==> config.mk <==
export PLATFORM = sky130hd
export DESIGN_NAME = logic_probe
export DESIGN_NICKNAME = d
export VERILOG_FILES = /design/src/verilog/probe_pkg.sv /design/src/verilog/trace_capture.sv /design/src/verilog/trace_readout.sv /design/src/verilog/uart_tx.sv /design/src/verilog/logic_probe.sv
export VERILOG_INCLUDE_DIRS = /design/src /design/src/verilog
export SDC_FILE = /design/constraint.sdc
export NUM_CORES = 1
export LEC_CHECK = 0
export BUFFER_PORTS_ARGS = -buffer_cell sky130_fd_sc_hd__buf_2
export CORE_MARGIN = 5
export CORE_UTILIZATION = 54
export CTS_CLUSTER_SIZE = 25
export DETAILED_ROUTE_END_ITERATION = 10
export GPL_ROUTABILITY_DRIVEN = 1
export PLACE_DENSITY = 0.72
export RECOVER_POWER = 50
export SLEW_MARGIN = 30
export SYNTH_ARGS = -nofsm -noshare
export SYNTH_HDL_FRONTEND = slang
export SYNTH_SLANG_ARGS = --single-unit
export TNS_END_PERCENT = 30
==> constraint.sdc <==
create_clock -name clock -period 10.3 [get_ports clock]
set_clock_uncertainty 0.1 [all_clocks]
set_input_delay 2.575 -clock clock [delete_from_list [all_inputs] [get_ports clock]]
set_output_delay 2.575 -clock clock [all_outputs]
set_load 0.005 [all_outputs]
==> src/verilog/probe_params.svh <==
//------------------------------
// logic probe build parameters
// channel width, trace depth, bit period
//------------------------------

`ifndef PROBE_PARAMS_SVH
`define PROBE_PARAMS_SVH

// number of probe channels per trace word
// must be a multiple of 8, one byte lane per 8 channels
`define PROBE_CHANNELS 32

// number of trace words in the memory
// must be a power of two
`define PROBE_DEPTH 16

// clock cycles per serial bit
// scaled down for simulation, a real line would use clock / baud
`define PROBE_BIT_CYCLES 8

`endif

==> src/verilog/probe_pkg.sv <==
//------------------------------
// logic probe shared types
// byte type and state encodings
//------------------------------

package probe_pkg;

  // one byte on its way from trace memory to the serial line
  typedef logic [7:0] probe_byte_t;

  // capture control: waiting for trigger, filling, done filling
  typedef enum logic [1:0] {
    cap_idle,
    cap_armed,
    cap_full
  } capture_state_t;

  // read-out sequencer
  typedef enum logic [1:0] {
    rd_wait_full,
    rd_wait_ready,
    rd_write,
    rd_done
  } readout_state_t;

  // serial framing
  typedef enum logic [1:0] {
    tx_idle,
    tx_start,
    tx_data,
    tx_stop
  } tx_state_t;

endpackage

==> src/verilog/trace_capture.sv <==
//------------------------------
// trace capture
// trigger/sample control and trace memory with byte read port
//------------------------------

`timescale 1ns/100ps
`include "probe_params.svh"

module trace_capture (
  input  logic                   clock,
  input  logic                   reset,
  input  logic                   trigger,
  input  logic                   sample,
  input  logic [`PROBE_CHANNELS-1:0] channels,
  input  logic [$clog2(`PROBE_DEPTH * `PROBE_CHANNELS / 8)-1:0] rd_addr,
  output logic                   full,
  output probe_pkg::probe_byte_t rd_data
);

  localparam int BYTES  = `PROBE_CHANNELS / 8;
  localparam int WORD_W = $clog2(`PROBE_DEPTH);
  localparam int LANE_W = $clog2(BYTES);
  localparam int ADDR_W = WORD_W + LANE_W;

  probe_pkg::capture_state_t state;

  // write pointer, next free word
  logic [WORD_W-1:0] wr_addr;

  // single port memory, shared between capture and read-out
  logic [`PROBE_CHANNELS-1:0] mem [`PROBE_DEPTH];
  logic [`PROBE_CHANNELS-1:0] mem_q;
  logic [WORD_W-1:0]          mem_addr;
  logic                       wr_en;

  // byte lane, delayed to match the registered memory output
  logic [LANE_W-1:0] lane_q;

  assign full = (state == probe_pkg::cap_full);

  // the trigger cycle itself may already carry the first sample
  assign wr_en = sample &&
                 ((state == probe_pkg::cap_armed) ||
                  ((state == probe_pkg::cap_idle) && trigger));

  // capture owns the address until full, then read-out takes over
  assign mem_addr = full ? rd_addr[ADDR_W-1:LANE_W] : wr_addr;

  always_ff @(posedge clock) begin
    if (reset) begin
      state   <= probe_pkg::cap_idle;
      wr_addr <= '0;
    end else begin
      case (state)
        probe_pkg::cap_idle: begin
          if (trigger) begin
            state <= probe_pkg::cap_armed;
            if (sample) begin
              wr_addr <= wr_addr + 1'b1;
            end
          end
        end

        probe_pkg::cap_armed: begin
          if (sample) begin
            // last word stored on this edge
            if (wr_addr == WORD_W'(`PROBE_DEPTH - 1)) begin
              state <= probe_pkg::cap_full;
            end else begin
              wr_addr <= wr_addr + 1'b1;
            end
          end
        end

        probe_pkg::cap_full: begin
          // stays here until reset, no re-arming
          state <= probe_pkg::cap_full;
        end

        default: begin
          state <= probe_pkg::cap_idle;
        end
      endcase
    end
  end

  // trace memory with registered read
  always_ff @(posedge clock) begin
    if (wr_en) begin
      mem[mem_addr] <= channels;
    end
    mem_q <= mem[mem_addr];
  end

  always_ff @(posedge clock) begin
    lane_q <= rd_addr[LANE_W-1:0];
  end

  // lane 0 is the most significant byte of the word
  assign rd_data = mem_q[8 * (BYTES - 1 - int'(lane_q)) +: 8];

endmodule

==> src/verilog/trace_readout.sv <==
//------------------------------
// trace read-out sequencer
// walks every byte address once and feeds the transmitter
//------------------------------

`timescale 1ns/100ps
`include "probe_params.svh"

module trace_readout (
  input  logic clock,
  input  logic reset,
  input  logic full,
  input  logic ready,
  output logic [$clog2(`PROBE_DEPTH * `PROBE_CHANNELS / 8)-1:0] rd_addr,
  output logic write
);

  localparam int BYTES  = `PROBE_CHANNELS / 8;
  localparam int WORD_W = $clog2(`PROBE_DEPTH);
  localparam int LANE_W = $clog2(BYTES);

  probe_pkg::readout_state_t state;

  // byte address split into word and lane
  logic [WORD_W-1:0] word_idx;
  logic [LANE_W-1:0] lane_idx;
  logic              last_lane;
  logic              last_byte;

  assign rd_addr   = {word_idx, lane_idx};
  assign write     = (state == probe_pkg::rd_write);
  assign last_lane = (lane_idx == LANE_W'(BYTES - 1));
  assign last_byte = last_lane && (word_idx == WORD_W'(`PROBE_DEPTH - 1));

  // rd_addr is stable for at least one cycle before write,
  // which covers the registered memory read
  always_ff @(posedge clock) begin
    if (reset) begin
      state    <= probe_pkg::rd_wait_full;
      word_idx <= '0;
      lane_idx <= '0;
    end else begin
      case (state)
        probe_pkg::rd_wait_full: begin
          if (full) begin
            state <= probe_pkg::rd_wait_ready;
          end
        end

        probe_pkg::rd_wait_ready: begin
          if (ready) begin
            state <= probe_pkg::rd_write;
          end
        end

        probe_pkg::rd_write: begin
          if (last_byte) begin
            state <= probe_pkg::rd_done;
          end else begin
            state <= probe_pkg::rd_wait_ready;
            if (last_lane) begin
              lane_idx <= '0;
              word_idx <= word_idx + 1'b1;
            end else begin
              lane_idx <= lane_idx + 1'b1;
            end
          end
        end

        default: begin
          state <= probe_pkg::rd_done;
        end
      endcase
    end
  end

endmodule

==> src/verilog/uart_tx.sv <==
//------------------------------
// serial transmitter
// holding register plus 8N1 shifter
//------------------------------

`timescale 1ns/100ps
`include "probe_params.svh"

module uart_tx (
  input  logic                   clock,
  input  logic                   reset,
  input  logic                   write,
  input  probe_pkg::probe_byte_t data,
  output logic                   ready,
  output logic                   serial_out
);

  localparam int CNT_W = $clog2(`PROBE_BIT_CYCLES + 1);

  probe_pkg::tx_state_t state;

  // holding register
  probe_pkg::probe_byte_t hold_data;
  logic                   hold_full;

  // shifter
  probe_pkg::probe_byte_t shift;
  logic [CNT_W-1:0]       bit_cnt;
  logic [2:0]             bit_idx;
  logic                   bit_end;
  logic                   load;

  assign ready   = !hold_full;
  assign bit_end = (bit_cnt == CNT_W'(`PROBE_BIT_CYCLES - 1));

  // take the next byte when idle, or straight out of a finished stop bit
  // so consecutive frames run without a gap
  assign load = hold_full &&
                ((state == probe_pkg::tx_idle) ||
                 ((state == probe_pkg::tx_stop) && bit_end));

  // write only arrives while empty, load only while full
  always_ff @(posedge clock) begin
    if (reset) begin
      hold_full <= 1'b0;
    end else if (write) begin
      hold_full <= 1'b1;
    end else if (load) begin
      hold_full <= 1'b0;
    end
  end

  always_ff @(posedge clock) begin
    if (write) begin
      hold_data <= data;
    end
  end

  // data bits leave lsb first, refill with ones
  always_ff @(posedge clock) begin
    if (load) begin
      shift <= hold_data;
    end else if (bit_end &&
                 ((state == probe_pkg::tx_start) || (state == probe_pkg::tx_data))) begin
      shift <= {1'b1, shift[7:1]};
    end
  end

  // line register is driven from the framing FSM
  always_ff @(posedge clock) begin
    if (reset) begin
      state      <= probe_pkg::tx_idle;
      bit_cnt    <= '0;
      bit_idx    <= '0;
      serial_out <= 1'b1;
    end else if (load) begin
      state      <= probe_pkg::tx_start;
      bit_cnt    <= '0;
      bit_idx    <= '0;
      serial_out <= 1'b0;
    end else if (state != probe_pkg::tx_idle) begin
      if (!bit_end) begin
        bit_cnt <= bit_cnt + 1'b1;
      end else begin
        bit_cnt <= '0;
        case (state)
          probe_pkg::tx_start: begin
            state      <= probe_pkg::tx_data;
            serial_out <= shift[0];
          end

          probe_pkg::tx_data: begin
            if (bit_idx == 3'd7) begin
              state      <= probe_pkg::tx_stop;
              serial_out <= 1'b1;
            end else begin
              bit_idx    <= bit_idx + 1'b1;
              serial_out <= shift[0];
            end
          end

          default: begin
            // end of stop bit with nothing waiting
            state <= probe_pkg::tx_idle;
          end
        endcase
      end
    end
  end

endmodule

==> src/verilog/logic_probe.sv <==
//------------------------------
// logic probe top level
// capture, read-out and serial transmitter
//------------------------------

`timescale 1ns/100ps
`include "probe_params.svh"

module logic_probe (
  input  logic                       clock,
  input  logic                       reset,
  input  logic                       trigger,
  input  logic                       sample,
  input  logic [`PROBE_CHANNELS-1:0] channels,
  output logic                       serial_out
);

  localparam int ADDR_W = $clog2(`PROBE_DEPTH * `PROBE_CHANNELS / 8);

  logic                   full;
  logic [ADDR_W-1:0]      rd_addr;
  probe_pkg::probe_byte_t rd_data;
  logic                   write;
  logic                   ready;

  trace_capture capture0 (
    .clock    (clock),
    .reset    (reset),
    .trigger  (trigger),
    .sample   (sample),
    .channels (channels),
    .rd_addr  (rd_addr),
    .full     (full),
    .rd_data  (rd_data)
  );

  // ready from the transmitter holds the sequencer back
  trace_readout readout0 (
    .clock   (clock),
    .reset   (reset),
    .full    (full),
    .ready   (ready),
    .rd_addr (rd_addr),
    .write   (write)
  );

  uart_tx tx0 (
    .clock      (clock),
    .reset      (reset),
    .write      (write),
    .data       (rd_data),
    .ready      (ready),
    .serial_out (serial_out)
  );

endmodule

### After elaboration in Yosys (flattened, before gate mapping)

Memories as Yosys holds them, arrays and structs flattened. A register that Yosys moved wholly into a read port is not among the register bits.
Index checks and enable logic that the tools add are counted.

* shift operators: 1
* muxes and demuxes: 32
* eq/ne operators: 21
* bitwise operators: 2
* add/sub/neg operators: 6
* reduce and logical (&&, ||, !) cells: 29

Operator list (number)
* variable part select 32 x 32 -> 8 bit: 1
* two-way mux 4 bit: 6
* two-way mux 2 bit: 8
* two-way mux 8 bit: 2
* inequality test 2 bit (second input constant): 8
* AND reduction 3 bit: 5
* adder 4 x 1 -> 4 bit (second input constant): 3
* case mux 2 bit (3 select lines): 2
* nonzero test 2 bit: 6
* two-way mux 1 bit: 11
* == test 2 bit (second input constant): 5
* == test 4 bit (second input constant): 2
* case mux 4 bit (2 select lines): 1
* == test 2 x 1 -> 1 bit (second input constant): 3
* logical AND 1 bit: 6
* zero test 2 bit: 3
* AND reduction 5 bit: 1
* == test 4 x 3 -> 1 bit (second input constant): 1
* case mux 2 bit (2 select lines): 1
* AND reduction 2 bit: 2
* AND reduction 4 bit: 1
* adder 3 x 1 -> 3 bit (second input constant): 1
* == test 3 bit (second input constant): 1
* logical OR 1 bit: 3
* 7 further kinds: 8

* register bits after elaboration: 43
* memories: 1
* word-level logic and storage cells: 106
* bits of input ports: 36
* RAM bits: 512

Memory list
* capture0.mem: depth 16, bits a word 32, read ports 1, clocked after memory_dff 1, wr ports 1, line trace_capture.sv:31 `` logic [`PROBE_CHANNELS-1:0] mem [`PROBE_DEPTH]; ``

### Logic depth before layout (Yosys ltp)

* word-level depth: 6
* depth in mapped cells: 10
* mapped depth without buffers: 6

### Hierarchy

Synthesis repeated with hierarchy kept, for this count alone.

* cell total of the unflattened synthesis: 1812
* area, all modules: 26452.9 sq um

Modules (own cells, without submodules)
* trace_capture: cells each 1672, area an instance 24831.3 sq um, times used 1
* uart_tx: cells each 98, area an instance 1243.7 sq um, times used 1
* trace_readout: cells each 42, area an instance 377.9 sq um, times used 1

### Worst setup path before layout

OpenSTA, ideal clock, no wires.

* path kind: input to register
* start: in trigger
* end: mem capture0.mem[7][0] in the netlist's numbering (enable)
* data required time: 9.775 ns
* path slack: 5.083 ns
* arrival: 4.693 ns
* cell stages on the path: 4
* cell sequence: a21oi_1 nor2b_1 or3b_1 nor2b_1

* cells in the longest elaborated chain, start to end: 5

Ends and longest elaborated chain
* from (decl): line logic_probe.sv:12 `input logic trigger,`
* logical AND 1 bit: line trace_capture.sv:44 `((state == probe_pkg::cap_idle) && trigger));`
* logical OR 1 bit: line trace_capture.sv:43 `((state == probe_pkg::cap_armed) ||`
* logical AND 1 bit: line trace_capture.sv:42 `assign wr_en = sample &&`
* two-way mux 1 bit: line trace_capture.sv:89 `if (wr_en) begin`
* two-way mux 1 bit (implied by the code): line trace_capture.sv:90 `mem[mem_addr] <= channels;`
* to (decl): line trace_capture.sv:31

Every way passes these cells.

### Worst setup path in the final report

* start: in trigger
* end: mem capture0.mem[7][25] in the netlist's numbering (enable)

Same word-level chain as after synthesis.

==> flow_summary.rst <==
.. list-table::
   :header-rows: 1

   * - Metric
     - Value
   * - Total global routing overflow
     - 0
   * - Pin count of the biggest net entering global routing
     - ~220
   * - Number of DRC markers after the initial detailed-route iteration
     - roughly 2000
   * - Static leakage power
     - approximately 9.8 nW
   * - Power, Total
     - between 6 and 7 mW
   * - Post-synthesis average cell area
     - approximately 15 µm²
   * - Average via count per standard cell
     - about 7
   * - Highest-delay cell along the critical path
     - sky130_fd_sc_hd__or3b_1
   * - Setup TNS
     - 0 ps
   * - Area occupied by multi-input gates
     - about 8600 µm²
   * - Routability-driven placement congestion ratio
     - slightly above 0.8
   * - Die extent in y
     - 230.6 µm
   * - # nets final
     - 1805
   * - Critical-path maximum fanout
     - 19
   * - Area growth, synth to finish
     - 10.56%
   * - Final design utilization
     - between 60% and 70%
   * - Warning count from the yosys run
     - 0
   * - Final routed DRC violation total
     - 0
   * - Via count
     - 16440
   * - Routed wire per std cell
     - 26.53 µm
   * - Status
     - finished, final reports clean
   * - Placed cell areas
     - 27240 µm²
   * - Launching point of the worst reg2reg path
     - capture0.state[0]
   * - Total clock buffers created by CTS
     - 58
   * - Clk_lat worst skew
     - around 620 ps
   * - # port buffers
     - 36
   * - Cell Area, Synth
     - about 26000 µm²
   * - Number of cells on the worst hold path
     - 0
   * - Antenna violations before repair
     - 0
   * - Vias in the first global route
     - 16010
   * - Register-to-register setup slack
     - between 6000 and 7000 ps
   * - Worst setup path class
     - in -> reg
   * - Worst r2r path cells
     - 9
   * - MaxCap Viol Count
     - 0
   * - Clock net sink count
     - roughly 590
   * - Seq cells post-synth
     - roughly 600
   * - Final wirelength
     - roughly 64000 µm
   * - Filler cells
     - 3426
   * - Dominant register cell in the synthesized netlist
     - sky130_fd_sc_hd__edfxtp_1
   * - Area of the die
     - between 50000 and 60000 µm²
   * - FP Rows
     - 80
   * - Hold Path Class
     - reg -> reg
   * - Highest achievable clock rate
     - between 0.2 and 0.25 GHz
   * - Final cycle utilization of the critical path
     - 43.55%
   * - Worst R2R End
     - capture0.mem_q[31]
   * - Die Wd
     - 230.6 µm
   * - Share of final-layout standard cells stronger than drive strength 1
     - 13.31%
   * - Level count of the clock H-tree
     - 2
   * - Sink of the worst hold path
     - capture0.lane_q[1]
   * - Total area of sequential cells
     - 17050 µm²
   * - First-pass GRT wire length
     - between 90000 and 100000 µm
   * - Arrival time reported for the critical path endpoint
     - between 4000 and 5000 ps
   * - Data required time of the worst path
     - 10470 ps
   * - Initial core utilization
     - approximately 55%
   * - Sequential share of the synthesized area
     - about two thirds
   * - Hold buffer count at cts
     - 0
   * - Final max-slew violation count
     - 0
   * - Resize count post-CTS
     - 0
   * - Root Buffer Master
     - sky130_fd_sc_hd__clkbuf_16
   * - Antenna-violating nets left
     - 0
   * - GRT Overall Usage
     - about a quarter
   * - Number of I/O pins
     - 37
   * - Post-synthesis cell type count
     - 48
   * - Setup repair after global routing missed its margin
     - no
   * - Slew at the pin with the worst max-slew slack
     - approximately 1200 ps
   * - Maximum buffer depth of the clock tree
     - 3
   * - Number of setup buffers added after CTS
     - 0
   * - Fraction of registers with async set/reset
     - 0%
   * - Startpoint of the lowest-slack hold path
     - readout0.lane_idx[1]
   * - Largest vdd supply drop
     - between 150 and 200 µV
   * - Number of synthesized flops with an enable pin
     - around 530
   * - Peak per-stage delay on the critical path
     - 580 ps
   * - Placeable core region
     - 47950 µm²
   * - Endpoint kind of the worst setup timing path
     - flip-flop
   * - Startpoint type of the worst setup path
     - input pin
   * - Placed wire-length estimate
     - around 37000 µm
   * - Number of nets produced by synthesis
     - about 1900
   * - Setup-failing EPs final
     - 0
   * - Synthesized instance count
     - about 1800
   * - Post-layout minimum cycle time
     - approximately 4500 ps
   * - CTS clock-pin slew for the worst setup and hold paths
     - around 60 ps
   * - Final Cell Area
     - ~29000 µm²
   * - Headroom to the max-slew limit
     - between 20% and 30%
   * - P per Cell Area
     - between 200 and 250 nW/µm²
   * - TritonCTS clock tree
     - built
   * - List of cells traversed by the critical path
     - buf_2 -> a21oi_1 -> nor2b_1 -> or3b_1 -> nor2b_4 -> buf_4
   * - Count of endpoints failing hold in the final timing report
     - 0
   * - Initial DRT Pass Iterations
     - 5
-- metal layers --
layer  up-vias  part of all wire (%)  wire, µm  track usage, %
li1       7199                     -         -               -
met1      8407                    41     26370           33.47
met2       720                    49     31210           38.90
met3       118                   7.7      4928           4.141
met4         0                   2.6      1663           6.315
met5         -                     0         0               0
-- cells in the mapped netlist (2+ instances only) --
master | number | area, µm²
sky130_fd_sc_hd__mux2_2 | 7 | 78.83
sky130_fd_sc_hd__nor2_1 | 40 | 150.1
sky130_fd_sc_hd__a21oi_1 | 9 | 45.04
sky130_fd_sc_hd__and3_1 | 4 | 25.02
sky130_fd_sc_hd__nor3_1 | 3 | 15.01
sky130_fd_sc_hd__inv_1 | 6 | 22.52
sky130_fd_sc_hd__o21ai_1 | 14 | 70.07
sky130_fd_sc_hd__buf_2 | 27 | 135.1
sky130_fd_sc_hd__xor2_1 | 3 | 26.28
sky130_fd_sc_hd__o21a_1 | 64 | 480.5
sky130_fd_sc_hd__a2111oi_0 | 2 | 17.52
sky130_fd_sc_hd__xnor2_1 | 5 | 43.79
sky130_fd_sc_hd__and3b_1 | 2 | 17.52
sky130_fd_sc_hd__ha_1 | 13 | 162.7
sky130_fd_sc_hd__o41ai_1 | 64 | 560.5
sky130_fd_sc_hd__a21o_1 | 2 | 15.01
sky130_fd_sc_hd__dfxtp_1 | 59 | 1181
sky130_fd_sc_hd__nor2b_1 | 9 | 56.30
sky130_fd_sc_hd__nand2b_1 | 4 | 25.02
sky130_fd_sc_hd__clkbuf_1 | 136 | 510.5
sky130_fd_sc_hd__buf_4 | 6 | 45.04
sky130_fd_sc_hd__or4bb_1 | 125 | 1408
sky130_fd_sc_hd__nand4bb_1 | 3 | 33.78
sky130_fd_sc_hd__mux2i_1 | 11 | 110.1
sky130_fd_sc_hd__mux4_2 | 72 | 1622
sky130_fd_sc_hd__nand4b_1 | 192 | 1682
sky130_fd_sc_hd__buf_1 | 15 | 56.30
sky130_fd_sc_hd__nand2_1 | 199 | 747.0
sky130_fd_sc_hd__edfxtp_1 | 528 | 15860
sky130_fd_sc_hd__nand3_1 | 6 | 30.03
sky130_fd_sc_hd__buf_6 | 2 | 22.52
sky130_fd_sc_hd__o21ai_0 | 52 | 260.3
sky130_fd_sc_hd__nand4_1 | 101 | 631.9
sky130_fd_sc_hd__nand3b_1 | 3 | 22.52
-- through the flow --
| stage | setup WS [ps] | hold WS [ps] | cells |
|---|---|---|---|
| after global routing | 5793 | 300.5 | 2418 |
| after floorplan | 5083 | 254.5 | 1802 |
| final | 5815 | 283.9 | 2419 |
| after global placement | 5101 | 261.9 | 2299 |
| after CTS | 5883 | 282.7 | 2418 |
| after detailed placement | 5238 | 271.5 | 2311 |
-- sequential cells by signal, indices dropped and copies added, names as in the netlist --
| register | count |
|---|---|
| capture0.mem_q | 32 |
| tx0.serial_out | 1 |
| tx0.hold_full | 1 |
| tx0.hold_data | 8 |
| tx0.state | 2 |
| readout0.lane_idx | 2 |
| tx0.bit_idx | 3 |
| readout0.state | 2 |
| capture0.lane_q | 2 |
| capture0.mem | 512 |
| capture0.wr_addr | 4 |
| tx0.bit_cnt | 4 |
| tx0.shift | 8 |
| capture0.state | 2 |
| readout0.word_idx | 4 |
-- cell families (layout without fill, tap and decap cells) --
| kind of cell | after synthesis | in the layout | share of synthesized area (%) |
|---|---|---|---|
| flip-flops | 587 | 587 | 64.81 |
| multiplexers | 91 | 91 | 6.930 |
| AO/OA/AOI/OAI | 213 | 213 | 5.702 |
| AND/OR/NAND/NOR | 698 | 698 | 18.66 |
| XOR/XNOR | 8 | 8 | 0.2666 |
| buffers and inverters | 192 | 193 | 3.013 |
| adder cells (fa/ha/maj) | 13 | 13 | 0.6188 |
| other | 0 | 1 | 0 |
-- worst max-delay path, delay by kind of cell --
family	cells	cell delay, ps
AOI/OAI and AO/OA	1	70
buffers and inverters	2	520
and+or+nand+nor	3	1480
-- cells in the final DEF, fill, tap and decap left out, drive strengths merged, types with 59 or more instances in the layout --
master and n:
nand4b 192, mux4 72, or4bb 125, o41ai 64, o21a 64, dfxtp 59
o21ai 67, nand4 101, nand2 199, edfxtp 528, clkbuf 118
-- area by class of cell --
cell class / count / area share [%]
sequential: 587 / 58.67
antenna: 1 / 0.008611
inverter: 6 / 0.07750
clock buffer: 84 / 5.644
tap: 615 / 2.648
timing repair buffer: 80 / 2.428
clock inverter: 23 / 0.7793
multi-input combinational: 1023 / 29.74
-- worst max path at each step --
stage                        from                  end  slack (ps)  depth (start not counted)
after floorplan           trigger   capture0.mem[7][0]        5080                          4
after global placement    trigger  capture0.mem[3][16]        5100                          5
after detailed placement  trigger  capture0.mem[7][21]        5240                          6
after CTS                 trigger  capture0.mem[7][25]        5880                          6
after global routing      trigger  capture0.mem[7][25]        5790                          6
final                     trigger  capture0.mem[7][25]        5810                          6
-- report_power, final --
group | switching, mW | internal, mW
Combinational | 0.941 | 0.574
Clock | 0.891 | 1.20
Sequential | 0.112 | 2.77
(Power assumes the default switching activity.)
